==> src/hw/redmule_pkg.sv <==
// ----------------------------------------
// RedMulE package
// Array sizes, register map, scheduler
// states and the shared packed structs
// ----------------------------------------
`default_nettype none

package redmule_pkg;

  // Array geometry and element widths
  localparam int unsigned WIDTH  = 4;
  localparam int unsigned HEIGHT = 4;
  localparam int unsigned DATA_W = 8;
  localparam int unsigned PROD_W = 2 * DATA_W;
  localparam int unsigned ACC_W  = 32;
  localparam int unsigned ROW_W  = $clog2(WIDTH);

  // Register port
  localparam int unsigned K_W        = 8;
  localparam int unsigned REG_ADDR_W = 8;
  localparam int unsigned BUS_W      = 32;

  localparam logic [REG_ADDR_W-1:0] REG_K_OFFSET       = 'h00;
  localparam logic [REG_ADDR_W-1:0] REG_TRIGGER_OFFSET = 'h54;
  localparam logic [REG_ADDR_W-1:0] REG_STATUS_OFFSET  = 'h0C;

  typedef logic [WIDTH-1:0][DATA_W-1:0]  x_col_t;
  typedef logic [HEIGHT-1:0][DATA_W-1:0] w_row_t;
  typedef logic [HEIGHT-1:0][ACC_W-1:0]  acc_row_t;
  typedef acc_row_t [WIDTH-1:0]          tile_t;

  // wen low means write
  typedef struct packed {
    logic                  req;
    logic                  wen;
    logic [REG_ADDR_W-1:0] addr;
    logic [BUS_W-1:0]      data;
  } periph_req_t;

  typedef struct packed {
    logic             gnt;
    logic             r_valid;
    logic [BUS_W-1:0] r_data;
  } periph_rsp_t;

  typedef struct packed {
    logic [K_W-1:0] k;
  } job_cfg_t;

  typedef struct packed {
    logic             bias_load;
    logic [ROW_W-1:0] bias_row;
    logic             in_valid;
    logic             flush;
  } engine_ctrl_t;

  typedef enum logic [2:0] {
    IDLE,
    LOAD_BIAS,
    COMPUTE,
    DRAIN,
    STORE
  } sched_state_e;

endpackage

`default_nettype wire

==> src/hw/redmule_z_buffer.sv <==
// ----------------------------------------
// RedMulE Z buffer
// Holds the finished tile and streams it
// out one row per valid/ready transfer
// ----------------------------------------
`default_nettype none

module redmule_z_buffer (
  input  wire                         clk_i,
  input  wire                         arst_n_i,
  input  wire                         capture_i,
  input  redmule_pkg::tile_t          tile_i,
  output redmule_pkg::acc_row_t       z_o,
  output logic                        z_valid_o,
  input  wire                         z_ready_i,
  output logic                        done_o
);

  redmule_pkg::tile_t            tile_q;
  logic [redmule_pkg::ROW_W-1:0] row_q;
  logic                          valid_q;
  logic                          done_q;
  logic                          xfer;
  logic                          last;

  assign xfer = valid_q & z_ready_i;
  assign last = (row_q == redmule_pkg::ROW_W'(redmule_pkg::WIDTH - 1));

  always_ff @(posedge clk_i) begin
    if (capture_i) begin
      tile_q <= tile_i;
    end
  end

  always_ff @(posedge clk_i or negedge arst_n_i) begin
    if (!arst_n_i) begin
      row_q   <= '0;
      valid_q <= 1'b0;
      done_q  <= 1'b0;
    end else begin
      done_q <= xfer & last;
      if (capture_i) begin
        row_q   <= '0;
        valid_q <= 1'b1;
      end else if (xfer) begin
        if (last) begin
          valid_q <= 1'b0;
        end else begin
          row_q <= row_q + 1'b1;
        end
      end
    end
  end

  // Row stays put until the sink takes it
  assign z_o       = tile_q[row_q];
  assign z_valid_o = valid_q;
  assign done_o    = done_q;

endmodule

`default_nettype wire

==> config.mk <==
export PLATFORM = sky130hd
export DESIGN_NAME = redmule_z_buffer
export DESIGN_NICKNAME = d
export VERILOG_FILES = /design/src/hw/redmule_pkg.sv /design/src/hw/redmule_z_buffer.sv
export SDC_FILE = /design/constraint.sdc
export NUM_CORES = 1
export LEC_CHECK = 0
export ABC_AREA = 1
export BUFFER_PORTS_ARGS = -buffer_cell sky130_fd_sc_hd__buf_2
export CAP_MARGIN = 0
export CORE_MARGIN = 5
export CORE_UTILIZATION = 35
export DETAILED_ROUTE_END_ITERATION = 10
export GPL_TIMING_DRIVEN = 0
export PLACE_DENSITY_LB_ADDON = 0.08
export SLEW_MARGIN = 0
export SYNTH_ARGS = -nofsm -noshare
export SYNTH_HDL_FRONTEND = slang
export SYNTH_SLANG_ARGS = --single-unit
==> constraint.sdc <==
create_clock -name clk_i -period 1.2 [get_ports clk_i]
set_input_delay 0 -clock clk_i [delete_from_list [all_inputs] [get_ports clk_i]]
set_output_delay 0 -clock clk_i [all_outputs]
set_load 0.05 [all_outputs]
After elaboration in Yosys (flattened, before gate mapping). Cells that the tools add are included.

Register bits after elaboration: 516. Input bits: 516.

Add/sub/neg operators: 1. $lt $le $gt $ge: 1. Equal/unequal tests: 2. Multiplexer cells: 8. Bitwise operators: 2. Reduce and logical (&&, ||, !) cells: 4.

Operators with widths (count): $bmux W128 S2 (1); $mux W128 (1); $mux W2 (3); $reduce_and A2 Y1 (2); $reduce_bool A2 Y1 (2); $lt A2 B3 Y1 const B (1); $mux W1 (3); $add A2 B1 Y2 const B (1); $and A1 B1 Y1 (2); $eq A2 B2 Y1 const B (1); $ne A2 B2 Y1 const B (1).

Depth between registers and ports, before layout.
Word-level depth: 4. Mapped depth: 7. Gate-level depth less buffers: 5.

Worst setup path after synthesis. OpenSTA, ideal clock, no wires.

Kind: reg2out. Start point: reg row_q[0] (netlist name). End point: out z_o[0] (netlist name). Data arrival time: 1.373 ns. Required time: 1.200 ns. Slack: -0.173 ns. Stages on the path, launching flop included: 8. Cell sequence: dfrtp_1 -> buf_6 -> buf_6 -> buf_8 -> buf_6 -> nand2_1 -> nand3_1 -> nand2_1.

RTL lines: from (decl) (line redmule_z_buffer.sv:20) `logic [redmule_pkg::ROW_W-1:0] row_q;`; from (signal assigned) (line redmule_z_buffer.sv:49) `row_q <= row_q + 1'b1;`; to (decl) (line redmule_z_buffer.sv:13) `output redmule_pkg::acc_row_t z_o,`.

==> results.toml <==
[sta]
fin_crit_ns = 2.21
period_share_pct = 184
worst_slew_pin_slew_ns = 0.678
setup_viol = 328
final_max_slew_viol_count = 0
fmax_ghz = 0.452
fin_ws_ns = -1.01
hold_slack_ns = -0.172
rsz0062_at_grt = "true"
fin_skew_ns = 0.0153
slew_headroom_pct = 54.8
hold_viol = 57

[cts]
clk_pin_slew_worst_paths_ns = 0.06
root_buffer = "clkbuf_16"
cts_max_level = 2
cts_buffer_depth = 3
cts_hold_buf = 515
clock_latency_ns = 0.61
cts_tree = "done"
clock-sinks = 516
numCtsBuffers = 59

[finish]
stdcell_area_sq_mm = 0.0358
seqCellArea_sq_mm = 0.0155
drive_above_1_share_pct = 35.3
syn2layout_area_growth_pct = 65.4
fin_nets = 3647
fillCellCount = 5138
multiInputGateArea_sq_mm = 0.00555

[yosys]
ys_seq_area_share_pct = 71.6
synthTopCellsByArea = "edfxtp_1, nand2_1, inv_1"
syn_avg_cell_area_sq_um = 11.4
synthCells = 1902
netlist_area_sq_mm = 0.0216
synth_fp_nets = 2419
synth_top_area_share_pct = 71.1
ys_types = 19
synthesis.yosys.warnings = 0
ys_ff_latch = 516
yosys.area.top_type = "edfxtp_1"

[detailed_routing]
num_vias = 17600
postRouteAntennaNets = 0
firstDrtPassIters = 5
drc_errors = 0
drt_iter0_markers = 970
wl_per_cell_um = 18.8
via_per_inst = 4.43
totalWireLength_mm = 75.0

[setup_path]
path_delay_family = "buffers and inverters"
crit_start = "row_q[0]"
worst-path-stages = 7
cp-end-kind = "output port"
critPathBufInv = 4
r2r-start = "row_q[0]"
max_stage_delay_ns = 0.40
crit_fanout = 10
cp.required_ns = 1.20
worstPathArrival_ns = 2.21
critPathSlowestCell = "dfrtp_1"
crit_chain = "buf_12, bufbuf_16, clkbuf_8, or2_0, nand3_1, nand2_4, buf_6"
critPathKind = "register to output port"
crit_path_start_kind = "register"
r2r_cells = 6

[hold_path]
min_from = "capture_i"
hold_path.class = "primary input to register"
hold_depth = 1

[status]
status = "finished with violations"
violations = "negative hold slack, negative setup slack"

[die]
core-area_sq_mm = 0.0615
die_area_sq_mm = 0.0669
dieWidth_um = 259
num_rows = 91
start_util_pct = 35.2
die_y_um = 259
io_pins = 646

[power]
p_leak_nw = 16.2
p_switching_w = 0.0212
combPwrFrac_pct = 35.7
power_frac_seq_pct = 35.3
ir_drop_uv = 1310
p_sw_share_pct = 34.4
intPower_w = 0.0405
p_clk_share_pct = 29.0
pwr_density_cell_mw_per_mm2 = 1730

[grt]
grt_pass1_vias = 18600
grt_start_max_net_pins = 123
grt_overflow = 0
grt_use_total_pct = 21.6
antenna_found_initial = 25
grt_pass1_wl_mm = 110

[placement]
port_buffers = 645
dpl_cell_area_sq_mm = 0.0272
globalplace.congestion = 0.848
dp_hpwl_mm = 51.8
preCtsSetupSlack_ns = -1.18

[flow_run]
max-cap-violations = 0
## worst reg2reg max path, cell delays in order (launching register included)
cell       delay, ns
dfrtp_1         0.39
buf_12          0.17
bufbuf_16       0.29
buf_6           0.16
nor2_1          0.06
nand3_1         0.10
nand2_1         0.05
## registers in the layout (all words and copies together), names as in the netlist
name       cells
done_o         1
row_q          2
tile_q       512
z_valid_o      1
## repair_timing
| item | 4_1_cts | 5_1_grt |
|---|---|---|
| setup buffers | 1 | 0 |
| endpoints found under the setup margin | 344 | 349 |
| pin swaps | 6 | 6 |
| endpoints found under the hold margin | 577 | 57 |
| cloned | 1 | 1 |
| resized for setup | 309 | 117 |
## kinds of logic after synthesis
kind of cell / share of synthesized area, %
and+or+nand+nor: 18.8
AOI/OAI and AO/OA: 0.0231
DFF: 71.6
adders and majority gates: 0.0578
buffers and inverters: 9.59
## metrics by stage
stage	setup TNS (ns)	hold slack (ns)	instances	power (W)	util, %
final	-138.96	-0.172	3985	0.0617	58.2
after global routing	-169.66	-0.181	3981	0.0644	58.2
after CTS	-143.69	-0.198	3968	0.0615	57.4
after detailed placement	-326.36	-0.182	3341	0.0397	44.3
after global placement	-4158.19	-0.189	3337	0.0398	44.1
after floorplan	-3.38	-0.296	1902	0.0344	-
## final timing paths
path,slack [ns],endpoint
max,-1.01,z_o[70]
min,-0.17,tile_q[361]
max reg2reg,-0.13,row_q[0]
min reg2reg,0.59,z_valid_o
max in group asynchronous,0.62,row_q[1]
min in group asynchronous,0.39,z_valid_o
## cells in the mapped netlist, drive strengths merged
cell,n
buf,66
nand3,258
ha,1
inv,389
or2,128
o21ai,1
edfxtp,512
nand2,521
clkbuf,19
nor2,3
dfrtp,4
## routing by layer
| metal | global-route usage (%) | vias to the layer above | routed length, um |
|---|---|---|---|
| met5 | 0 | - | 126 |
| met4 | 6.74 | 20 | 2170 |
| met3 | 5.48 | 142 | 4620 |
| met2 | 38.1 | 496 | 38500 |
| met1 | 26.2 | 8407 | 29600 |
| li1 | - | 8578 | - |
## cell type report
class | instances | share of cell area, %
diodes | 16 | 0.112
clock inverters | 41 | 1.05
clock buffers | 69 | 4.29
plain buffers | 85 | 2.59
multi-input cells | 912 | 15.5
inverters | 389 | 4.08
flip-flops and latches | 516 | 43.3
repair buffers | 1167 | 26.4
well taps | 790 | 2.76
## power by group through the flow
| stage | registers (W) | clock network [W] | logic, W |
|---|---|---|---|
| floorplan | 0.0221 | 0 | 0.0124 |
| global placement | 0.0224 | 0 | 0.0174 |
| detailed placement | 0.0222 | 0 | 0.0175 |
| CTS | 0.0218 | 0.0184 | 0.0214 |
| global route | 0.0219 | 0.0192 | 0.0233 |
| finish | 0.0218 | 0.0179 | 0.0221 |
## layout by cell type, fill, tap and decap left out, types with 11 or more instances in the layout
cell type      synthesis  layout
clkinv_1               0      19
nand2_4                0     127
clkinv_2               0      11
buf_8                  4      48
edfxtp_1             512     512
buf_12                 1      13
buf_6                 25      77
or2_2                 70      70
buf_4                  1      47
nand3_2                0      99
dlygate4sd3_1          0     515
nand3_1              258     159
inv_1                389     389
buf_2                 29     527
or2_1                  2      16
nand2_1              521     386
or2_0                 56      42
clkbuf_16              0      61
diode_2                0      16
Note: power is estimated with default switching activity, not from simulation.
