$ cat src/hw/redmule_pkg.sv
// ----------------------------------------
// RedMulE package
// Array sizes, register map, scheduler
// states and the shared packed structs
// ----------------------------------------
`default_nettype none

package redmule_pkg;

  // Array geometry and element widths
  localparam int unsigned WIDTH  = 4;
  localparam int unsigned HEIGHT = 4;
  localparam int unsigned DATA_W = 8;
  localparam int unsigned PROD_W = 2 * DATA_W;
  localparam int unsigned ACC_W  = 32;
  localparam int unsigned ROW_W  = $clog2(WIDTH);

  // Register port
  localparam int unsigned K_W        = 8;
  localparam int unsigned REG_ADDR_W = 8;
  localparam int unsigned BUS_W      = 32;

  localparam logic [REG_ADDR_W-1:0] REG_K_OFFSET       = 'h00;
  localparam logic [REG_ADDR_W-1:0] REG_TRIGGER_OFFSET = 'h54;
  localparam logic [REG_ADDR_W-1:0] REG_STATUS_OFFSET  = 'h0C;

  typedef logic [WIDTH-1:0][DATA_W-1:0]  x_col_t;
  typedef logic [HEIGHT-1:0][DATA_W-1:0] w_row_t;
  typedef logic [HEIGHT-1:0][ACC_W-1:0]  acc_row_t;
  typedef acc_row_t [WIDTH-1:0]          tile_t;

  // wen low means write
  typedef struct packed {
    logic                  req;
    logic                  wen;
    logic [REG_ADDR_W-1:0] addr;
    logic [BUS_W-1:0]      data;
  } periph_req_t;

  typedef struct packed {
    logic             gnt;
    logic             r_valid;
    logic [BUS_W-1:0] r_data;
  } periph_rsp_t;

  typedef struct packed {
    logic [K_W-1:0] k;
  } job_cfg_t;

  typedef struct packed {
    logic             bias_load;
    logic [ROW_W-1:0] bias_row;
    logic             in_valid;
    logic             flush;
  } engine_ctrl_t;

  typedef enum logic [2:0] {
    IDLE,
    LOAD_BIAS,
    COMPUTE,
    DRAIN,
    STORE
  } sched_state_e;

endpackage

`default_nettype wire

$ cat src/hw/redmule_pe.sv
// ----------------------------------------
// RedMulE processing element
// Registered signed multiply followed by
// a wrapping accumulator
// ----------------------------------------
`default_nettype none

module redmule_pe (
  input  wire                            clk_i,
  input  wire                            arst_n_i,
  input  wire [redmule_pkg::DATA_W-1:0]  x_i,
  input  wire [redmule_pkg::DATA_W-1:0]  w_i,
  input  wire [redmule_pkg::ACC_W-1:0]   bias_i,
  input  wire                            bias_load_i,
  input  wire                            valid_i,
  input  wire                            flush_i,
  output logic [redmule_pkg::ACC_W-1:0]  acc_o
);

  logic signed [redmule_pkg::PROD_W-1:0] prod_q;
  logic                                  prod_valid_q;
  logic        [redmule_pkg::ACC_W-1:0]  acc_q;
  logic        [redmule_pkg::ACC_W-1:0]  prod_ext;

  always_ff @(posedge clk_i or negedge arst_n_i) begin
    if (!arst_n_i) begin
      prod_valid_q <= 1'b0;
    end else begin
      prod_valid_q <= valid_i & ~flush_i;
    end
  end

  always_ff @(posedge clk_i) begin
    if (valid_i) begin
      prod_q <= $signed(x_i) * $signed(w_i);
    end
  end

  // Sign extend the product to the accumulator width
  assign prod_ext = {{(redmule_pkg::ACC_W - redmule_pkg::PROD_W){prod_q[redmule_pkg::PROD_W-1]}},
                     prod_q};

  always_ff @(posedge clk_i) begin
    if (bias_load_i) begin
      acc_q <= bias_i;
    end else if (prod_valid_q && !flush_i) begin
      acc_q <= acc_q + prod_ext;
    end
  end

  assign acc_o = acc_q;

endmodule

`default_nettype wire

$ cat src/hw/redmule_engine.sv
// ----------------------------------------
// RedMulE engine
// WIDTH x HEIGHT PE array with operand
// broadcast and an in-flight flag
// ----------------------------------------
`default_nettype none

module redmule_engine (
  input  wire                       clk_i,
  input  wire                       arst_n_i,
  input  redmule_pkg::engine_ctrl_t ctrl_i,
  input  redmule_pkg::x_col_t       x_i,
  input  redmule_pkg::w_row_t       w_i,
  input  redmule_pkg::acc_row_t     y_i,
  output redmule_pkg::tile_t        tile_o,
  output logic                      busy_o
);

  // Every PE sees the same valid, so one bit tracks the product stage
  logic inflight_q;

  always_ff @(posedge clk_i or negedge arst_n_i) begin
    if (!arst_n_i) begin
      inflight_q <= 1'b0;
    end else begin
      inflight_q <= ctrl_i.in_valid & ~ctrl_i.flush;
    end
  end

  assign busy_o = inflight_q;

  for (genvar w = 0; w < redmule_pkg::WIDTH; w++) begin : gen_row
    logic row_load;

    // Y row lands only in the selected PE row
    assign row_load = ctrl_i.bias_load & (ctrl_i.bias_row == redmule_pkg::ROW_W'(w));

    for (genvar h = 0; h < redmule_pkg::HEIGHT; h++) begin : gen_col
      redmule_pe i_pe (
        .clk_i       ( clk_i           ),
        .arst_n_i    ( arst_n_i        ),
        .x_i         ( x_i[w]          ),
        .w_i         ( w_i[h]          ),
        .bias_i      ( y_i[h]          ),
        .bias_load_i ( row_load        ),
        .valid_i     ( ctrl_i.in_valid ),
        .flush_i     ( ctrl_i.flush    ),
        .acc_o       ( tile_o[w][h]    )
      );
    end
  end

endmodule

`default_nettype wire

$ cat config.mk
export PLATFORM = sky130hd
export DESIGN_NAME = redmule_engine
export DESIGN_NICKNAME = d
export VERILOG_FILES = /design/src/hw/redmule_pkg.sv /design/src/hw/redmule_pe.sv /design/src/hw/redmule_engine.sv
export SDC_FILE = /design/constraint.sdc
export NUM_CORES = 2
export LEC_CHECK = 0
export BUFFER_PORTS_ARGS = -buffer_cell sky130_fd_sc_hd__buf_2
export CAP_MARGIN = 10
export CELL_PAD_IN_SITES_DETAIL_PLACEMENT = 1
export CELL_PAD_IN_SITES_GLOBAL_PLACEMENT = 1
export CORE_MARGIN = 5
export CORE_UTILIZATION = 30
export CTS_CLUSTER_SIZE = 25
export DETAILED_ROUTE_END_ITERATION = 6
export MAX_ROUTING_LAYER = met4
export PLACE_DENSITY_LB_ADDON = 0.25
export SYNTH_ARGS = -nofsm -noshare
export SYNTH_HDL_FRONTEND = slang
export SYNTH_SLANG_ARGS = --single-unit
$ cat constraint.sdc
create_clock -name clk_i -period 5.35 [get_ports clk_i]
set_input_delay 0.8025 -clock clk_i [delete_from_list [all_inputs] [get_ports clk_i]]
set_output_delay 0.8025 -clock clk_i [all_outputs]
set_load 0.02 [all_outputs]
# Word level (Yosys, flattened, before mapping)
# Index checks and enable logic that the tools add are counted.
[word_totals]
regBits = 769
in_bits = 199
word_cells = 113
out_inout_bits = 513
[op_classes]
multipliers = 16
mux = 32
n_bitwise = 6
n_reduce_logical = 7
add_sub_neg = 16
eq_ne = 3
[op_table]
columns = ["operator", "count"]
rows = [
  ["$mux 32", 32],
  ["$add 32x32->32", 16],
  ["$mul 8x8->16", 16],
  ["$reduce_bool 2->1", 4],
  ["$and 1x1->1", 5],
  ["$eq 2x2->1 const B", 2],
  ["$eq 2x1->1 const B", 1],
  ["$logic_not 2->1", 1],
  ["$logic_and 1x1->1", 1],
  ["$logic_not 1->1", 1],
  ["$not 1->1", 1],
]

# Longest topological paths before layout
[depth]
ltp_word = 4
ltp_mapped = 24
ltp_nobuf = 23

# Cells and area by module
# A second synthesis with hierarchy kept.
[hier_totals]
hier_cells = 10892
hier_area_um2 = 98983.7
[modules_own_cells]
columns = ["mod", "cells_per_inst", "instances", "area_each_um2", "seq_area_each_um2"]
rows = [
  ["redmule_pe at gen_row[2].gen_col[2].i_pe ...", 702, 6, 6259.8, 1466.4],
  ["redmule_pe at gen_row[0].gen_col[1].i_pe ...", 663, 4, 6099.6, 1466.4],
  ["redmule_pe at gen_row[1].gen_col[2].i_pe ...", 665, 3, 6119.6, 1466.4],
  ["redmule_pe at gen_row[1].gen_col[1].i_pe", 672, 1, 6221.0, 1466.4],
  ["redmule_pe at gen_row[0].gen_col[0].i_pe", 674, 1, 6197.2, 1466.4],
  ["redmule_pe at gen_row[2].gen_col[1].i_pe", 681, 1, 6180.9, 1466.4],
  ["redmule_engine", 6, 1, 68.8, 25.0],
]

# Worst setup path after synthesis
# Ideal clock, no wire load.
[synth_timing]
path_kind = "in2reg"
from = "input port x_i[22] (netlist name)"
to = "register gen_row[2].gen_col[1].i_pe.prod_q[14] (netlist name) (data pin)"
slack_ns = 0.236
required_ns = 5.092
setup_ns = 0.258
stages = 21
t_arrival_ns = 4.857
path_buffers = 1
cell_sequence = "clkbuf_1 and2_1 fa_1 inv_1 fa_1 inv_1 fa_1 inv_1 fa_1 inv_1 ha_1 inv_1 o21ai_0 and2_1 o21ai_0 nand2b_1 a21o_1 a21o_1 a21o_1 a21oi_1 xnor2_1"
[synth_via]
elab_chain_cells = 1
[synth_rtl]
columns = ["item", "line", "source"]
rows = [
  ["start: declaration", "redmule_engine.sv:12", "input redmule_pkg::x_col_t x_i,"],
  ["$mul 8x8->16", "redmule_pe.sv:35", "prod_q <= $signed(x_i) * $signed(w_i);"],
  ["end signal: assignment", "redmule_pe.sv:35", ""],
  ["end: declaration", "redmule_pe.sv:20", "logic signed [redmule_pkg::PROD_W-1:0] prod_q;"],
]
# No other way between the ends.
# A chain may end at the register's enable or synchronous reset.

# Worst setup path in the final report
[layout_timing]
from = "input port w_i[24] (netlist name)"
to = "register gen_row[3].gen_col[3].i_pe.prod_q[14] (netlist name) (data pin)"
[layout_via]
elab_chain_cells = 1
[layout_rtl]
columns = ["item", "line", "source"]
rows = [
  ["start: declaration", "redmule_engine.sv:13", "input redmule_pkg::w_row_t w_i,"],
  ["$mul 8x8->16", "redmule_pe.sv:35", ""],
  ["end signal: assignment", "redmule_pe.sv:35", ""],
  ["end: declaration", "redmule_pe.sv:20", ""],
]
# No other way between the ends.

==> results.cfg <==
[die]
io_pins = 712
dieHeight_um = 562
dieArea_um2 = 316000
fp.dieW_um = 562
fp.coreArea_um2 = 303000
rows = 202
initial_core_util = 0.302

[logic_synthesis]
synth-xor-area-share = 0.0644
synthSimpleGateAreaFrac = 0.146
yosysTopAreaCell = edfxtp_1
muxShareOfSynthArea = 0.00263
synth_most_common_cell = inv_1
synth_top_family_by_area = adder cells
synth_compound_area_frac = 0.134
synthTopCellsByArea = edfxtp_1 (25%), fa_1 (20%), ha_1 (13%)
synth_nets = 11834
ys_seq_elements = 769
synth_flop_cell = edfxtp_1
ys_types = 80
synth_common_cells = inv_1 (1,456), ha_1 (960), fa_1 (896)
synth_edf_count = 768
synthAdderAreaFrac = 0.327
netlist_area_um2 = 91500
yosys.area.top_type_share = 0.252
ys.warnings.count = 0
postSynthAreaPerCell_um2 = 9.36
synthCells = 9779
synth-seq-area-share = 0.252
synthArstFlopShare = 0.00130

[timing]
tightestPinTransition_ns = 1.29
whs_ns = 0.224
slew_headroom = 0.142
period_needed_ns = 4.99
finalSetupViolations = 0
setup_ws_ns = 0.363
finalCritPeriodShare = 0.932
worst_clock_skew_ns = 0.0438
clock.fmax_mhz = 201
rsz0062_at_grt = false
finalMaxSlewViolations = 0
hold_viol = 0

[drt]
routedWlPerCell_um = 24.2
ant_nets = 0
wirelength_um = 363000
viasPerCell = 4.99
dr.pass1.iters = 5
via_count = 74890
drc = 0
drt-initial-drc-count = 4847

[critical_path]
cp_num_cells = 21
worst-path-buf-inv = 4
worst_r2r_path_depth = 15
crit_fanout = 21
crit_required_ns = 5.86
crit_type = input port to flip-flop
crit_slowest_cell = fa_1
crit_arrival_ns = 5.50
cpLargestDelayFamily = adder cells
start_kind = input port
path_cells = buf_2 > buf_4 > and2_1 > ha_1 > fa_1 > inv_1 > fa_1 > fa_1 > inv_1 > ha_1 > nor2b_1 > o21ai_0 > a21boi_1 > o21ai_0 > nand2b_1 > a21oi_1 > nor2b_1 > o21ai_0 > nand2b_1 > a21oi_1 > xnor2_1
cp-end-kind = flip-flop
cpPeakStageDelay_ns = 0.51

[placed_design]
gp_congestion = 0.924
dp_hpwl_um = 304000
io_buffer_count = 711
pre_cts_slack_ns = -0.440

[cts]
post-cts-setup-buffers = 0
cts_buffers = 105
cts_tree = done
cts_buffer_depth = 3
cts_root_buf = clkbuf_16
h-tree-depth = 3
clk_pin_slew_ns = 0.06
cts_sinks = 769
worstSkewPairLatency_ns = 0.75

[pwr]
p_comb_frac = 0.709
leakage_uw = 0.0498
ir_worst_vdd_mv = 0.376
internal_power_uw = 39000
power.switching_uw = 36900
p_sw_frac = 0.486
powerDensity_nw_per_um2 = 703
seq_power_share = 0.190
clkPwrFrac = 0.101

[layout]
drive_gt1_frac = 0.143
n_fill_cell = 35055
multi_input_area_um2 = 61800
area_growth_pct = 17.9
layout.nets = 12945
seq_area_um2 = 23100

[global_routing]
grt_overflow = 0
antenna_found_initial = 83
grt_pass1_vias = 79755
grt_max_degree = 113
grt_usage = 0.231
grt_first_pass_wirelength_um = 535000

[hold_path]
hold_depth = 2
hold_class = input port to flip-flop

[outcome]
outcome = complete, no violations

[run]
max_cap_viol_count = 0
## worst reg2reg max path: cells and delay by family (launching register included)
kind / cells / cell delay (ns)
buffers and inverters: 2 / 0.25
DFF: 1 / 0.36
and+or+nand+nor: 2 / 0.51
adders and majority gates: 2 / 0.60
AOI/OAI and AO/OA: 9 / 2.62
## worst paths after layout
kind,startpoint,to,slack (ns)
worst max-delay path,w_i[24],gen_row[3].gen_col[3].i_pe.prod_q[14]$_DFFE_PP_,0.36
worst min-delay path,ctrl_i[0],gen_row[2].gen_col[1].i_pe.prod_valid_q$_DFF_PN0_,0.22
worst max register to register,gen_row[3].gen_col[2].i_pe.acc_o[0]$_DFFE_PP_,gen_row[3].gen_col[2].i_pe.acc_o[30]$_DFFE_PP_,0.74
worst min register to register,gen_row[3].gen_col[0].i_pe.prod_q[0]$_DFFE_PP_,gen_row[3].gen_col[0].i_pe.acc_o[0]$_DFFE_PP_,0.64
max in group asynchronous,arst_n_i,gen_row[2].gen_col[1].i_pe.prod_valid_q$_DFF_PN0_,4.89
min in group asynchronous,arst_n_i,gen_row[2].gen_col[1].i_pe.prod_valid_q$_DFF_PN0_,0.37
## power groups by stage
stage | Clock (uW) | Sequential [uW] | Combinational (uW)
after floorplan | 0 | 14800 | 33400
after global placement | 0 | 14500 | 52100
after detailed placement | 0 | 14600 | 53600
after CTS | 7890 | 14500 | 53900
after global routing | 8110 | 14600 | 59500
final | 7660 | 14400 | 53900
## final cells by class
cell class                      instances  share of cell area
Multi-Input combinational cell       7214               0.572
Sequential cell                       769               0.214
Timing Repair Buffer                 1344              0.0827
Inverter                             1456              0.0506
Tap cell                             3978              0.0461
Clock buffer                          119              0.0248
Clock inverter                         72             0.00853
Antenna cell                           42            0.000974
## flip-flops by register name, summed over array words and instances (netlist names)
signal / flops
gen_row.gen_col.i_pe.acc_o: 512
gen_row.gen_col.i_pe.prod_q: 256
gen_row.gen_col.i_pe.prod_valid_q: 1
## cell usage in the layout, fill, tap and decap left out, types with 79 or more instances in the layout
master     netlist  final
a21o_1         293    293
a21oi_1        743    743
and2_1         720    720
buf_2            1    709
buf_4            0    583
clkbuf_16        0    105
edfxtp_1       768    768
fa_1           896    896
ha_1           960    960
inv_1         1456   1456
nand2_1        713    709
nand2b_1       142    142
nand3_1         80     79
nor2_1         520    518
nor2b_1        191    191
nor3_1          93     93
o21ai_0        441    441
xnor2_1        415    415
xor2_1         258    258
## through the flow
stage	TNS (ns)	instances	instance area, um^2	total power [uW]	util
after floorplan	0	9779	91500	48200	-
after global placement	-6.12	14758	104000	66600	0.344
after detailed placement	-11.66	14759	104000	68100	0.344
after CTS	0	14951	108000	76300	0.355
after global routing	0	14988	108000	82200	0.356
final	0	14994	108000	75900	0.356
## repair_timing
item                                    CTS  global route
hold endpoints to repair                  1             0
hold buffers                              1             0
endpoints found under the setup margin    0             1
resized for setup                         0             2
## kinds of logic (layout without fill, tap and decap cells)
kind of cell / after synthesis / count (layout)
other cells: 0 / 42
xor+xnor: 673 / 673
simple gates: 2644 / 2644
fa+ha+maj: 1856 / 1856
flops: 769 / 769
buf+inv: 1796 / 2991
compound gates: 2019 / 2019
mux: 22 / 22
## routing by layer
layer  GRT usage  part of all wire  up-vias
li1            -                 -    34818
met1       0.313              0.46    38070
met2       0.359              0.45     1617
met3      0.0363             0.055      385
met4      0.0617             0.031        0
met5           -                 0        -
(Power assumes the default switching activity.)
