File: src/hw/redmule_pkg.sv
// ----------------------------------------
// RedMulE package
// Array sizes, register map, scheduler
// states and the shared packed structs
// ----------------------------------------
`default_nettype none

package redmule_pkg;

  // Array geometry and element widths
  localparam int unsigned WIDTH  = 4;
  localparam int unsigned HEIGHT = 4;
  localparam int unsigned DATA_W = 8;
  localparam int unsigned PROD_W = 2 * DATA_W;
  localparam int unsigned ACC_W  = 32;
  localparam int unsigned ROW_W  = $clog2(WIDTH);

  // Register port
  localparam int unsigned K_W        = 8;
  localparam int unsigned REG_ADDR_W = 8;
  localparam int unsigned BUS_W      = 32;

  localparam logic [REG_ADDR_W-1:0] REG_K_OFFSET       = 'h00;
  localparam logic [REG_ADDR_W-1:0] REG_TRIGGER_OFFSET = 'h54;
  localparam logic [REG_ADDR_W-1:0] REG_STATUS_OFFSET  = 'h0C;

  typedef logic [WIDTH-1:0][DATA_W-1:0]  x_col_t;
  typedef logic [HEIGHT-1:0][DATA_W-1:0] w_row_t;
  typedef logic [HEIGHT-1:0][ACC_W-1:0]  acc_row_t;
  typedef acc_row_t [WIDTH-1:0]          tile_t;

  // wen low means write
  typedef struct packed {
    logic                  req;
    logic                  wen;
    logic [REG_ADDR_W-1:0] addr;
    logic [BUS_W-1:0]      data;
  } periph_req_t;

  typedef struct packed {
    logic             gnt;
    logic             r_valid;
    logic [BUS_W-1:0] r_data;
  } periph_rsp_t;

  typedef struct packed {
    logic [K_W-1:0] k;
  } job_cfg_t;

  typedef struct packed {
    logic             bias_load;
    logic [ROW_W-1:0] bias_row;
    logic             in_valid;
    logic             flush;
  } engine_ctrl_t;

  typedef enum logic [2:0] {
    IDLE,
    LOAD_BIAS,
    COMPUTE,
    DRAIN,
    STORE
  } sched_state_e;

endpackage

`default_nettype wire

File: src/hw/redmule_scheduler.sv
// ----------------------------------------
// RedMulE scheduler
// Job FSM: bias load, compute steps,
// pipeline drain and tile store
// ----------------------------------------
`default_nettype none

module redmule_scheduler (
  input  wire                       clk_i,
  input  wire                       arst_n_i,
  input  wire                       start_i,
  input  redmule_pkg::job_cfg_t     job_cfg_i,
  input  wire                       y_valid_i,
  output logic                      y_ready_o,
  input  wire                       x_valid_i,
  output logic                      x_ready_o,
  input  wire                       w_valid_i,
  output logic                      w_ready_o,
  input  wire                       engine_busy_i,
  output redmule_pkg::engine_ctrl_t engine_ctrl_o,
  output logic                      capture_o,
  input  wire                       z_done_i,
  output logic                      done_o
);

  redmule_pkg::sched_state_e state_q;
  redmule_pkg::sched_state_e state_d;

  logic [redmule_pkg::K_W-1:0]   k_last_q;
  logic [redmule_pkg::K_W-1:0]   step_q;
  logic [redmule_pkg::ROW_W-1:0] row_q;
  logic                          y_xfer;
  logic                          step;

  assign y_xfer = (state_q == redmule_pkg::LOAD_BIAS) & y_valid_i;
  // One step pairs an X column with a W row
  assign step   = (state_q == redmule_pkg::COMPUTE) & x_valid_i & w_valid_i;

  always_comb begin
    state_d   = state_q;
    capture_o = 1'b0;
    done_o    = 1'b0;
    case (state_q)
      redmule_pkg::IDLE: begin
        if (start_i) begin
          state_d = redmule_pkg::LOAD_BIAS;
        end
      end
      redmule_pkg::LOAD_BIAS: begin
        if (y_xfer && row_q == redmule_pkg::ROW_W'(redmule_pkg::WIDTH - 1)) begin
          state_d = redmule_pkg::COMPUTE;
        end
      end
      redmule_pkg::COMPUTE: begin
        if (step && step_q == k_last_q) begin
          state_d = redmule_pkg::DRAIN;
        end
      end
      redmule_pkg::DRAIN: begin
        // Last products are in the accumulators once the engine is empty
        if (!engine_busy_i) begin
          capture_o = 1'b1;
          state_d   = redmule_pkg::STORE;
        end
      end
      redmule_pkg::STORE: begin
        if (z_done_i) begin
          done_o  = 1'b1;
          state_d = redmule_pkg::IDLE;
        end
      end
      default: begin
        state_d = redmule_pkg::IDLE;
      end
    endcase
  end

  always_ff @(posedge clk_i or negedge arst_n_i) begin
    if (!arst_n_i) begin
      state_q  <= redmule_pkg::IDLE;
      k_last_q <= '0;
      step_q   <= '0;
      row_q    <= '0;
    end else begin
      state_q <= state_d;
      if (state_q == redmule_pkg::IDLE && start_i) begin
        // K of zero runs as a single step
        k_last_q <= (job_cfg_i.k == '0) ? '0 : job_cfg_i.k - 1'b1;
        step_q   <= '0;
        row_q    <= '0;
      end else begin
        if (y_xfer) begin
          row_q <= row_q + 1'b1;
        end
        if (step) begin
          step_q <= step_q + 1'b1;
        end
      end
    end
  end

  assign y_ready_o = (state_q == redmule_pkg::LOAD_BIAS);
  assign x_ready_o = (state_q == redmule_pkg::COMPUTE) & w_valid_i;
  assign w_ready_o = (state_q == redmule_pkg::COMPUTE) & x_valid_i;

  assign engine_ctrl_o.bias_load = y_xfer;
  assign engine_ctrl_o.bias_row  = row_q;
  assign engine_ctrl_o.in_valid  = step;
  assign engine_ctrl_o.flush     = (state_q == redmule_pkg::IDLE) & start_i;

endmodule

`default_nettype wire

File: config.mk
export PLATFORM = sky130hd
export DESIGN_NAME = redmule_scheduler
export DESIGN_NICKNAME = d
export VERILOG_FILES = /design/src/hw/redmule_pkg.sv /design/src/hw/redmule_scheduler.sv
export SDC_FILE = /design/constraint.sdc
export NUM_CORES = 1
export LEC_CHECK = 0
export BUFFER_PORTS_ARGS = -buffer_cell sky130_fd_sc_hd__buf_4
export CORE_MARGIN = 3
export CORE_UTILIZATION = 55
export DETAILED_ROUTE_END_ITERATION = 10
export PLACE_DENSITY = 0.8
export SYNTH_ARGS = -nofsm -noshare
export SYNTH_HDL_FRONTEND = slang
export SYNTH_SLANG_ARGS = --single-unit
File: constraint.sdc
create_clock -name clk_i -period 4.5 [get_ports clk_i]
set_input_delay 0.9 -clock clk_i [delete_from_list [all_inputs] [get_ports clk_i]]
set_output_delay 0.9 -clock clk_i [all_outputs]
set_load 0.01 [all_outputs]
* Word level (Yosys, flattened, before mapping)
Cells that the tools add are included.
** Operators by class
- Add/subtract/negate cells :: 3
- Eq/ne operators :: 11
- Mux-type cells :: 15
- Bitwise logic cells :: 5
- Reductions and logical operators :: 8
** Operators with widths (number)
- 8-bit 2-to-1 mux :: 3
- 3-bit 2-to-1 mux :: 5
- 3-bit one-hot mux with 5 select lines :: 1
- 8-bit by 1-bit adder with 8-bit output, second input constant :: 1
- 8-bit equality test :: 1
- 8-bit logical NOT :: 1
- 8-bit by 1-bit subtractor with 8-bit output, second input constant :: 1
- 3-bit by 2-bit equality test with 1-bit output, second input constant :: 2
- 2-bit != test, second input constant :: 3
- 1-bit AND :: 5
- 5-bit AND reduction :: 1
- 1-bit 2-to-1 mux :: 4
- 2-bit 2-to-1 mux :: 2
- 2-bit by 1-bit != test with 1-bit output, second input constant :: 2
- 2-bit nonzero test :: 2
- 3-bit by 1-bit equality test with 1-bit output, second input constant :: 1
- 3-bit equality test, second input constant :: 1
- 1-bit logical AND :: 3
- 3-bit logical NOT :: 1
- 2-bit by 1-bit adder with 2-bit output, second input constant :: 1
- 2-bit equality test, second input constant :: 1
** Word-level totals
- Register bits :: 21
- Input port bits :: 16
- Output and inout port bits :: 10
- Word-level logic and storage cells :: 46

* Depth between registers and ports, before layout
Gate-level depths: netlist of run 1.
- Depth after elaboration :: 6
- Mapped depth :: 6
- Depth with buffers taken out :: 6

* Least setup slack after synthesis of run 1
OpenSTA, ideal clock, no wires.
- Path kind :: input -> output
- From :: input port w_valid_i
- To :: output port engine_ctrl_o[1] (netlist bit)
- Data arrival time :: 1452 ps
- Data required time :: 3600 ps
- Path slack :: 2148 ps
- Stages on the path :: 3
- Buffers on the path :: 1
- Cell sequence :: nand3b_1 > nor2_1 > buf_4
** On the way
- Cells in the longest elaborated chain, start to end :: 1
** RTL lines
- start: declaration :: RTL line redmule_scheduler.sv:17 : input wire w_valid_i,
- 1-bit AND :: RTL line redmule_scheduler.sv:37 : assign step = (state_q == redmule_pkg::COMPUTE) & x_valid_i & w_valid_i;
- end: declaration :: RTL line redmule_scheduler.sv:20 : output redmule_pkg::engine_ctrl_t engine_ctrl_o,
No other way between the ends.

==> flow_summary.json, run 1 <==
{
  "run_status": "complete, no violations",
  "totalNegativeSetupSlack_ps": 0,
  "timing.final.crit_period_ps": 2840,
  "grt_first_pass_wirelength_um": 4340,
  "dr.first_iter.drc_count": 20,
  "overflow": 0,
  "required_ps": 3600,
  "wl_met1_um": 1230,
  "insertion_delay_ps": 300,
  "yosys_warnings": 0,
  "syn-instance-count": 136,
  "clk_root_buffer_cell": "clkbuf_4",
  "distinct_cell_type_count_of_the_synthesized_netlist": 34,
  "first_pass_iters": 4,
  "avgSynthCellArea_um2": 9.34,
  "grt_antenna_before_repair": 0,
  "topRoutingLayerUsed": "met4",
  "final_layout_size_suffix_gt1_frac": 0.219,
  "boundaryPins": 26,
  "routability_congestion_estimate": 0.822,
  "worst_slew_pin_slew_ps": 510,
  "postCtsHoldBufs": 0,
  "crit_arrival_ps": 1940,
  "total_vias_in_the_final_route": 1017,
  "crit_path_top_delay_cell": "dfrtp_1",
  "worst_setup_path_end_kind": "output pin",
  "tritoncts_clock_tree": "built",
  "critPathLaunch": "state_q[1]$_DFFE_PN0P_",
  "worst-setup-path-type": "reg -> out",
  "timing.slew.headroom": 0.659,
  "post_synth_most_frequent_cells": "dfrtp_1, nor2_1, xnor2_1, nand2_1, o21ai_0",
  "worstHoldPathType": "in -> async",
  "post-layout-total-power_mw": 0.670,
  "power.share.sequential": 0.456,
  "synth_sequential_area_ratio": 0.414,
  "synthFlopType": "dfrtp_1",
  "number_of_buffers_inserted_to_repair_setup_after_cts": 0,
  "internal-power_mw": 0.408,
  "dieHeight_um": 54.1,
  "crit_path_max_incr_delay_ps": 510,
  "core-area_mm2": 0.00206,
  "postSynthNetCount": 156,
  "timing.final.setup_violations": 0,
  "synth.ff_latch_count": 21,
  "synth.top_cells.by_area": "dfrtp_1, xnor2_1, nor2_1",
  "syn_to_final_growth_pct": 17.3,
  "fin_nets": 181,
  "critical_path.reg2reg.startpoint": "state_q[1]$_DFFE_PN0P_",
  "grt_pass1_vias": 986,
  "post_synth_instance_area_mm2": 0.00127,
  "synth_edf_count": 0,
  "grt_setup_unrepaired": "false",
  "cts_repair_resize_count": 0,
  "post-synth-top-area-cell": "dfrtp_1",
  "final_min_period_over_clock_period": 0.631,
  "crit_path_max_fanout": 13,
  "clk_path_buf_depth": 2,
  "maximum_number_of_pins_on_one_net_before_global_route_repair": 22,
  "effective_utilization_at_floorplan": 0.616,
  "final_report_hold_violation_count": 0,
  "pwr-share-clk": 0.133,
  "switching_share": 0.391,
  "dieArea_mm2": 0.00292,
  "synth-async-reset-ratio": 1.00,
  "r2r_setup_slack_ps": 2590,
  "tritoncts.num_buffers": 3,
  "number_of_port_buffers": 25,
  "wl_met3_um": 87,
  "wl_met2_um": 1320,
  "fmax_mhz": 352,
  "total_switching_power_mw": 0.262,
  "timing.clock.skew_ps": 2.91,
  "diodes": 0,
  "reg_to_reg_critical_path_endpoint": "k_last_q[3]$_DFFE_PN0P_",
  "netlist.area_leader.share": 0.414,
  "route.antenna.remaining_nets": 0,
  "routed_via_density": 5.44,
  "overall_routing_resource_usage": 0.206,
  "ctsHtreeMaxLevel": 1,
  "die_x_um": 54.1,
  "dp.final_hpwl_um": 2070,
  "share_of_power_burned_in_combinational_logic": 0.411,
  "drc": 0,
  "report.final.slew_viol_count": 0,
  "worst-r2r-cell-count": 5,
  "power.ir.vdd_worst_v": 0.000355,
  "total_leakage_power_nw": 0.685,
  "synthMostInstantiatedCell": "dfrtp_1",
  "clk_transition_reported_paths_ps": 120,
  "setup.worst_path.start_class": "register",
  "worst_setup_path_endpoint": "engine_ctrl_o[0]",
  "filler_cell_count": 150,
  "finish.utilization": 0.723,
  "cts.sink_count": 21,
  "core.rowCount": 16,
  "power-per-cell-area_mw_per_mm2": 449,
  "avgRoutedWirePerCell_um": 14.2,
  "cp_cell_sequence": "nor2_1 -> nand3b_2 -> inv_1 -> buf_4",
  "wirelength_um": 2660,
  "cap_viol_max_count": 0
}
## cells in the final DEF, fill, tap and decap left out, drive strengths merged
cell type,instances
nor4,3
mux2i,2
o22ai,1
nand4,2
o2111ai,1
nand4b,1
nand3,3
nand3b,3
nor3b,2
nand2,12
o21ai,12
dfrtp,21
and3,1
or4,1
or3,2
ha,4
clkinv,1
clkbuf,3
nand4bb,1
a21oi,3
a31oi,1
inv,9
xor2,5
buf,25
nand2b,3
nor2,16
or2,1
nor3,5
o41ai,1
xnor2,15
## per-layer routing
layer | GRT usage | vias up
met4 | 0.0830 | 0
met2 | 0.339 | 21
li1 | - | 506
met5 | 0 | -
met3 | 0.0277 | 2
met1 | 0.271 | 488
## power groups by stage
stage	registers (mW)	clock network [mW]	logic [mW]
after floorplan	0.288	0	0.198
after global placement	0.304	0	0.264
after detailed placement	0.307	0	0.273
after CTS	0.304	0.0910	0.276
after global routing	0.313	0.100	0.309
final	0.305	0.0893	0.275
## critical path: cells and delay by family, from the launching register on
kind	cells	cell delay (ps)
buffers and inverters	2	660
flip-flops	1	510
AND/OR/NAND/NOR	2	460
## flip-flops by register name, indices dropped and copies added (netlist names)
register and cells:
k_last_q 8, step_q 8, state_q 3, row_q 2
## kinds of logic after synthesis
family | synth area share
AND/OR/NAND/NOR | 0.246
AO/OA/AOI/OAI | 0.0975
multiplexers | 0.0158
buffers and inverters | 0.0493
adder cells (fa/ha/maj) | 0.0394
XOR/XNOR | 0.138
flip-flops | 0.414
## metrics by stage
stage	cells	worst slack, ps	hold WS [ps]	area [um^2]
5_1_grt	187	1500	459	1490
2_1_floorplan	136	2150	469	1270
6_report	187	1660	458	1490
3_3_place_gp	183	1810	489	1460
4_1_cts	187	1670	461	1490
3_5_place_dp	183	1790	500	1460
## worst min path at each step
stage                            start                 endpoint  slack [ps]  cells after the start
2_1_floorplan  k_last_q[0]$_DFFE_PN0P_  k_last_q[0]$_DFFE_PN0P_         470                      2
3_3_place_gp   k_last_q[7]$_DFFE_PN0P_  k_last_q[7]$_DFFE_PN0P_         490                      2
3_5_place_dp   k_last_q[2]$_DFFE_PN0P_  k_last_q[2]$_DFFE_PN0P_         500                      2
4_1_cts                       arst_n_i    step_q[4]$_DFFE_PN0P_         460                      1
5_1_grt                       arst_n_i    step_q[6]$_DFFE_PN0P_         460                      1
6_report                      arst_n_i    step_q[6]$_DFFE_PN0P_         460                      1
## final cells by class
class	instances	area (um^2)	area share
multi-input cells	101	682	0.458
flip-flops and latches	21	526	0.353
clock inverters	1	5.00	0.00336
inverters	9	33.8	0.0227
clock buffers	3	22.5	0.0151
well taps	27	33.8	0.0227
repair buffers	25	188	0.126
No activity file was read; power rests on OpenSTA's default activity.
==> run 2, diff against run 1 <==
--- a/config.mk
+++ b/config.mk
@@ -5,11 +5,12 @@
 export SDC_FILE = /design/constraint.sdc
 export NUM_CORES = 1
 export LEC_CHECK = 0
+export ABC_AREA = 1
 export BUFFER_PORTS_ARGS = -buffer_cell sky130_fd_sc_hd__buf_4
 export CORE_MARGIN = 3
-export CORE_UTILIZATION = 55
+export CORE_UTILIZATION = 49
 export DETAILED_ROUTE_END_ITERATION = 10
-export PLACE_DENSITY = 0.8
+export PLACE_DENSITY = 0.75
 export SYNTH_ARGS = -nofsm -noshare
 export SYNTH_HDL_FRONTEND = slang
 export SYNTH_SLANG_ARGS = --single-unit
==> constraint.sdc (replaced) <==
create_clock -name clk_i -period 2.4 [get_ports clk_i]
set_input_delay 0.48 -clock clk_i [delete_from_list [all_inputs] [get_ports clk_i]]
set_output_delay 0.48 -clock clk_i [all_outputs]
set_load 0.01 [all_outputs]
==> flow_summary.json, run 2 <==
{
  "effective_utilization_at_floorplan": 0.529,
  "hold-worst-slack_ps": 20.6,
  "critPathLaunch": "state_q[0]$_DFFE_PN0P_",
  "total_leakage_power_nw": 0.838,
  "syn_to_final_growth_pct": 16.7,
  "worstHoldPathType": "in -> async",
  "power.ir.vdd_worst_v": 0.000648,
  "overflow": 0,
  "worst-setup-path-type": "reg -> out",
  "layout.cell_area.non_filler_mm2": 0.00157,
  "timing.final.setup_violations": 0,
  "synth.top_cells.by_area": "dfrtp_1, nand2_1, inv_1",
  "clk_root_buffer_cell": "clkbuf_4",
  "share_of_power_burned_in_combinational_logic": 0.482,
  "post-synth-top-area-cell": "dfrtp_1",
  "post_dp_cell_area_mm2": 0.00154,
  "tritoncts.num_buffers": 3,
  "ctsHtreeMaxLevel": 1,
  "internal-power_mw": 0.832,
  "first_pass_iters": 4,
  "routed_via_density": 5.27,
  "tritoncts_clock_tree": "built",
  "critical_path.reg2reg.startpoint": "state_q[0]$_DFFE_PN0P_",
  "wirelength_um": 2800,
  "dieHeight_um": 58.4,
  "final_report_hold_violation_count": 0,
  "timing.slew.headroom": 0.733,
  "yosys_warnings": 0,
  "timing.clock.skew_ps": 5.37,
  "grt_setup_unrepaired": "false",
  "grt_antenna_before_repair": 0,
  "largestRegisters": "k_last_q (8), step_q (8), state_q (3)",
  "clk_path_buf_depth": 2,
  "crit_arrival_ps": 1550,
  "required_ps": 1920,
  "layout_commonest_cell": "nand2_1",
  "fmax_mhz": 494,
  "core.rowCount": 18,
  "report.final.slew_viol_count": 0,
  "post_synth_instance_area_mm2": 0.00135,
  "insertion_delay_ps": 310,
  "most-common-layout-cells": "nand2_1, inv_1, buf_4, dfrtp_1, nor2_1",
  "diodes": 0,
  "run_status": "complete, no violations",
  "cts.sink_count": 21,
  "boundaryPins": 26,
  "worst_slew_pin_slew_ps": 397,
  "die_x_um": 58.4,
  "core-area_mm2": 0.00254,
  "clk_transition_reported_paths_ps": 120,
  "synth_edf_count": 0,
  "cts_repair_resize_count": 0,
  "power.share.sequential": 0.399,
  "final_layout_size_suffix_gt1_frac": 0.217,
  "overall_routing_resource_usage": 0.178,
  "finish.utilization": 0.617,
  "synth_sequential_area_ratio": 0.391,
  "maximum_number_of_pins_on_one_net_before_global_route_repair": 22,
  "cap_viol_max_count": 0,
  "final_min_period_over_clock_period": 0.844,
  "number_of_buffers_inserted_to_repair_setup_after_cts": 0,
  "drc": 0,
  "avgSynthCellArea_um2": 7.60,
  "syn-instance-count": 177,
  "dieArea_mm2": 0.00341,
  "stdcell_count": 233,
  "numPlacedInstances": 229,
  "total_switching_power_mw": 0.616,
  "grt_pass1_vias": 1204,
  "setup.worst_path.start_class": "register",
  "timing.final.crit_period_ps": 2030,
  "power-per-cell-area_mw_per_mm2": 922,
  "netlist.area_leader.share": 0.391,
  "routability_congestion_estimate": 0.884,
  "totalNegativeSetupSlack_ps": 0,
  "grt_first_pass_wirelength_um": 4770,
  "crit_path_max_fanout": 9,
  "route.antenna.remaining_nets": 0,
  "dr.first_iter.drc_count": 50,
  "number_of_port_buffers": 25,
  "postCtsHoldBufs": 0,
  "postSynthNetCount": 197,
  "distinct_cell_type_count_of_the_synthesized_netlist": 29,
  "dp.final_hpwl_um": 2240,
  "synth-async-reset-ratio": 1.00,
  "switching_share": 0.426,
  "synth.ff_latch_count": 21,
  "avgRoutedWirePerCell_um": 12.0,
  "total_vias_in_the_final_route": 1229,
  "post_synth_most_frequent_cells": "nand2_1, inv_1, dfrtp_1, nor2_1, nand3_1",
  "worst_setup_path_end_kind": "output pin",
  "fin_nets": 224,
  "synthMostInstantiatedCell": "nand2_1",
  "pwr-share-clk": 0.119,
  "synthFlopType": "dfrtp_1"
}
-- run 2: cell types whose count changed after synthesis, moves of 6 or more --
| cell | change |
|---|---|
| nand2_1 | +31 |
| inv_1 | +18 |
| xnor2_1 | -9 |
| o21ai_0 | -7 |
| nand3_1 | +6 |
-- run 2: cell families after synthesis --
| group | Yosys count | synth area share |
|---|---|---|
| simple gates | 88 | 0.304 |
| buf+inv | 34 | 0.110 |
| compound gates | 21 | 0.0995 |
| flops | 21 | 0.391 |
| xor+xnor | 9 | 0.0586 |
| fa+ha+maj | 4 | 0.0372 |
-- run 2: routing by layer --
layer | share of wire | GRT usage | wire length, um | vias up
met2 | 0.51 | 0.333 | 1430 | 40
met3 | 0.050 | 0.0285 | 140 | 8
met4 | 0.026 | 0.0795 | 72 | 0
met1 | 0.41 | 0.194 | 1160 | 571
li1 | - | - | - | 610
met5 | 0 | 0 | 0 | -
-- run 2: path summary, 6_finish.rpt --
kind	endpoint	slack [ps]	cells after the start
setup / recovery	engine_ctrl_o[1]	370	6
hold / removal	state_q[1]$_DFFE_PN0P_	20	1
setup reg to reg	state_q[1]$_DFFE_PN0P_	780	10
hold reg to reg	k_last_q[6]$_DFFE_PN0P_	520	2
max in group asynchronous	row_q[0]$_DFFE_PN0P_	2160	1
min in group clk_i	k_last_q[0]$_DFFE_PN0P_	360	2
-- run 2: power by group through the flow --
stage,Clock [mW],Sequential (mW),Combinational (mW)
after floorplan,0,0.557,0.536
after global placement,0,0.575,0.674
after detailed placement,0,0.585,0.705
after CTS,0.174,0.578,0.708
after global routing,0.193,0.592,0.793
final,0.172,0.578,0.698
-- run 2: cell type report --
class	instances	area, um^2
Fill cell	235	975
Multi-Input combinational cell	122	672
Sequential cell	21	526
Timing Repair Buffer	26	195
Inverter	30	113
Tap cell	30	37.5
Clock buffer	3	22.5
Clock inverter	1	5.00
-- run 2: stage by stage --
| step | setup WS [ps] | power, mW |
|---|---|---|
| 6_report | 375 | 1.45 |
| 5_1_grt | 277 | 1.58 |
| 4_1_cts | 377 | 1.46 |
| 3_5_place_dp | 737 | 1.29 |
| 3_3_place_gp | 784 | 1.25 |
| 2_1_floorplan | 795 | 1.09 |
-- run 2: critical path: stages, from the launching register on --
cell	delay, ps
dfrtp_1	470
nor2_4	180
nand2_2	110
nor2_4	120
nand2_2	130
inv_2	110
buf_4	120
==> run 3, diff against run 2 <==
==> constraint.sdc (replaced) <==
create_clock -name clk_i -period 1.66 [get_ports clk_i]
set_input_delay 0.332 -clock clk_i [delete_from_list [all_inputs] [get_ports clk_i]]
set_output_delay 0.332 -clock clk_i [all_outputs]
set_load 0.01 [all_outputs]
==> flow_summary.json, run 3 (synthesis results as in run 2) <==
{
  "run_status": "complete, but fails checks",
  "failed_checks": "setup timing",
  "boundaryPins": 26,
  "whs_path_depth": 2,
  "total_leakage_power_nw": 0.979,
  "critPathLaunch": "state_q[2]$_DFFE_PN0P_",
  "grt_pass1_vias": 1293,
  "share_of_power_burned_in_combinational_logic": 0.576,
  "dr.first_iter.drc_count": 92,
  "r2r_setup_slack_ps": -30,
  "overall_routing_resource_usage": 0.198,
  "min_from": "job_cfg_i[0]",
  "largestRegisters": "k_last_q (8), step_q (8), state_q (3)",
  "final_min_period_over_clock_period": 1.07,
  "timing.final.crit_period_ps": 1770,
  "wirelength_um": 3290,
  "seq_area_um2": 528,
  "power.share.sequential": 0.328,
  "overflow": 0,
  "grt_antenna_before_repair": 0,
  "required_ps": 1330,
  "core.rowCount": 18,
  "first_pass_iters": 4,
  "filler_cell_count": 189,
  "wl_met2_um": 1780,
  "dieArea_mm2": 0.00341,
  "dieHeight_um": 58.4,
  "dp.final_hpwl_um": 2180,
  "worstHoldPathType": "in -> reg",
  "timing.final.setup_violations": 6,
  "reg_to_reg_critical_path_endpoint": "k_last_q[6]$_DFFE_PN0P_",
  "pwr-share-clk": 0.097,
  "total_switching_power_mw": 1.05,
  "drc": 0,
  "maximum_number_of_pins_on_one_net_before_global_route_repair": 22,
  "fmax_mhz": 564,
  "critical_path.reg2reg.startpoint": "state_q[2]$_DFFE_PN0P_",
  "crit_family": "flip-flops",
  "clk_root_buffer_cell": "clkbuf_4",
  "topRoutingLayerUsed": "met4",
  "number_of_port_buffers": 25,
  "total_vias_in_the_final_route": 1304,
  "final_layout_size_suffix_gt1_frac": 0.315,
  "cp.buffers_inverters": 3,
  "post_dp_cell_area_mm2": 0.00155,
  "crit_path_max_fanout": 3,
  "crit_path_frequent_cell": "buf_6",
  "ctsHtreeMaxLevel": 1,
  "grt_first_pass_wirelength_um": 5250,
  "cts.sink_count": 21,
  "setup.worst_path.start_class": "register",
  "crit_arrival_ps": 1440,
  "worst-r2r-cell-count": 10,
  "crit_path_top_delay_cell": "dfrtp_1",
  "finish.utilization": 0.715,
  "wl_met3_um": 175,
  "core-area_mm2": 0.00254,
  "setup_slack_ps": -113,
  "routability_congestion_estimate": 0.896,
  "crit_path_max_incr_delay_ps": 450,
  "effective_utilization_at_floorplan": 0.529,
  "layout_commonest_cell": "nand2_1",
  "final_report_hold_violation_count": 0,
  "layout.cell_area.non_filler_mm2": 0.00182,
  "cap_viol_max_count": 0,
  "switching_share": 0.414,
  "syn_to_final_growth_pct": 35.3,
  "avgRoutedWirePerCell_um": 13.2,
  "diodes": 0,
  "power-per-cell-area_mw_per_mm2": 1400,
  "power.ir.vdd_worst_v": 0.00110,
  "insertion_delay_ps": 310,
  "most-common-layout-cells": "nand2_1, buf_4, inv_1, dfrtp_1, nor2_1",
  "routed_via_density": 5.24,
  "report.final.slew_viol_count": 0,
  "timing.clock.skew_ps": 3.17,
  "cp_cell_sequence": "nor2_4 -> buf_6 -> inv_4 -> nor3_4 -> buf_6",
  "route.antenna.remaining_nets": 0,
  "die_x_um": 58.4,
  "tritoncts.num_buffers": 3,
  "internal-power_mw": 1.49,
  "tritoncts_clock_tree": "built",
  "clk_path_buf_depth": 2,
  "timing.critical_path.depth": 5,
  "grt_setup_unrepaired": "true",
  "worst-setup-path-type": "reg -> out",
  "fin_nets": 240,
  "worst_slew_pin_slew_ps": 411,
  "min_to": "k_last_q[0]$_DFFE_PN0P_",
  "multi_input_area_um2": 737,
  "worst_setup_path_end_kind": "output pin",
  "clk_transition_reported_paths_ps": 110,
  "timing.slew.headroom": 0.723,
  "wl_met1_um": 1280
}
## run 3: cell type report
cell class                 instances  area share
clock buffer                       4      0.0144
multi-input combinational        122       0.405
inverter                          30      0.0660
sequential                        21       0.290
timing repair buffer              42       0.204
tap                               30      0.0206
## run 3: worst max path at each step
stage / endpoint / slack (ps)
3_5_place_dp: state_q[1]$_DFFE_PN0P_ / 70
4_1_cts: engine_ctrl_o[0] / -40
3_3_place_gp: state_q[1]$_DFFE_PN0P_ / 180
5_1_grt: engine_ctrl_o[0] / -170
6_report: engine_ctrl_o[0] / -110
2_1_floorplan: engine_ctrl_o[1] / 200
## run 3: per-stage QoR
stage,std cells,setup slack (ps),power (mW),hold slack [ps],setup TNS (ps)
after global placement,230,184,1.82,231,0
after detailed placement,230,74.0,1.87,233,0
final,249,-113,2.54,196,-256
after floorplan,177,203,1.58,36.4,0
after CTS,245,-36.3,2.36,201,-81.9
after global routing,249,-167,2.73,191,-1060
## run 3: power by group through the flow
stage	combinational, mW	sequential, mW	clock [mW]
5_1_grt	1.61	0.854	0.270
6_report	1.46	0.833	0.246
2_1_floorplan	0.775	0.805	0
4_1_cts	1.30	0.821	0.248
3_5_place_dp	1.02	0.844	0
3_3_place_gp	0.991	0.830	0
## run 3: timing repair
action / CTS / global route
endpoints found under the setup margin: 3 / 18
endpoints found under the hold margin: 21 / 0
pin swaps: 6 / 5
setup buffers: 10 / 4
hold buffers: 1 / 0
gates resized for setup: 13 / 19
## run 3: routing by layer
layer	up-vias	GRT usage
li1	648	-
met1	610	0.215
met2	39	0.386
met3	7	0.0285
met4	0	0.0629
met5	-	0
## run 3: worst reg2reg max path, cell delays in order, from the launching register on
cell	delay, ps
dfrtp_1	450
nor2_4	190
buf_6	130
inv_4	30
nor3_4	210
buf_4	160
buf_4	150
o21ai_4	100
a21oi_2	100
o21ai_1	70
nand2_1	60
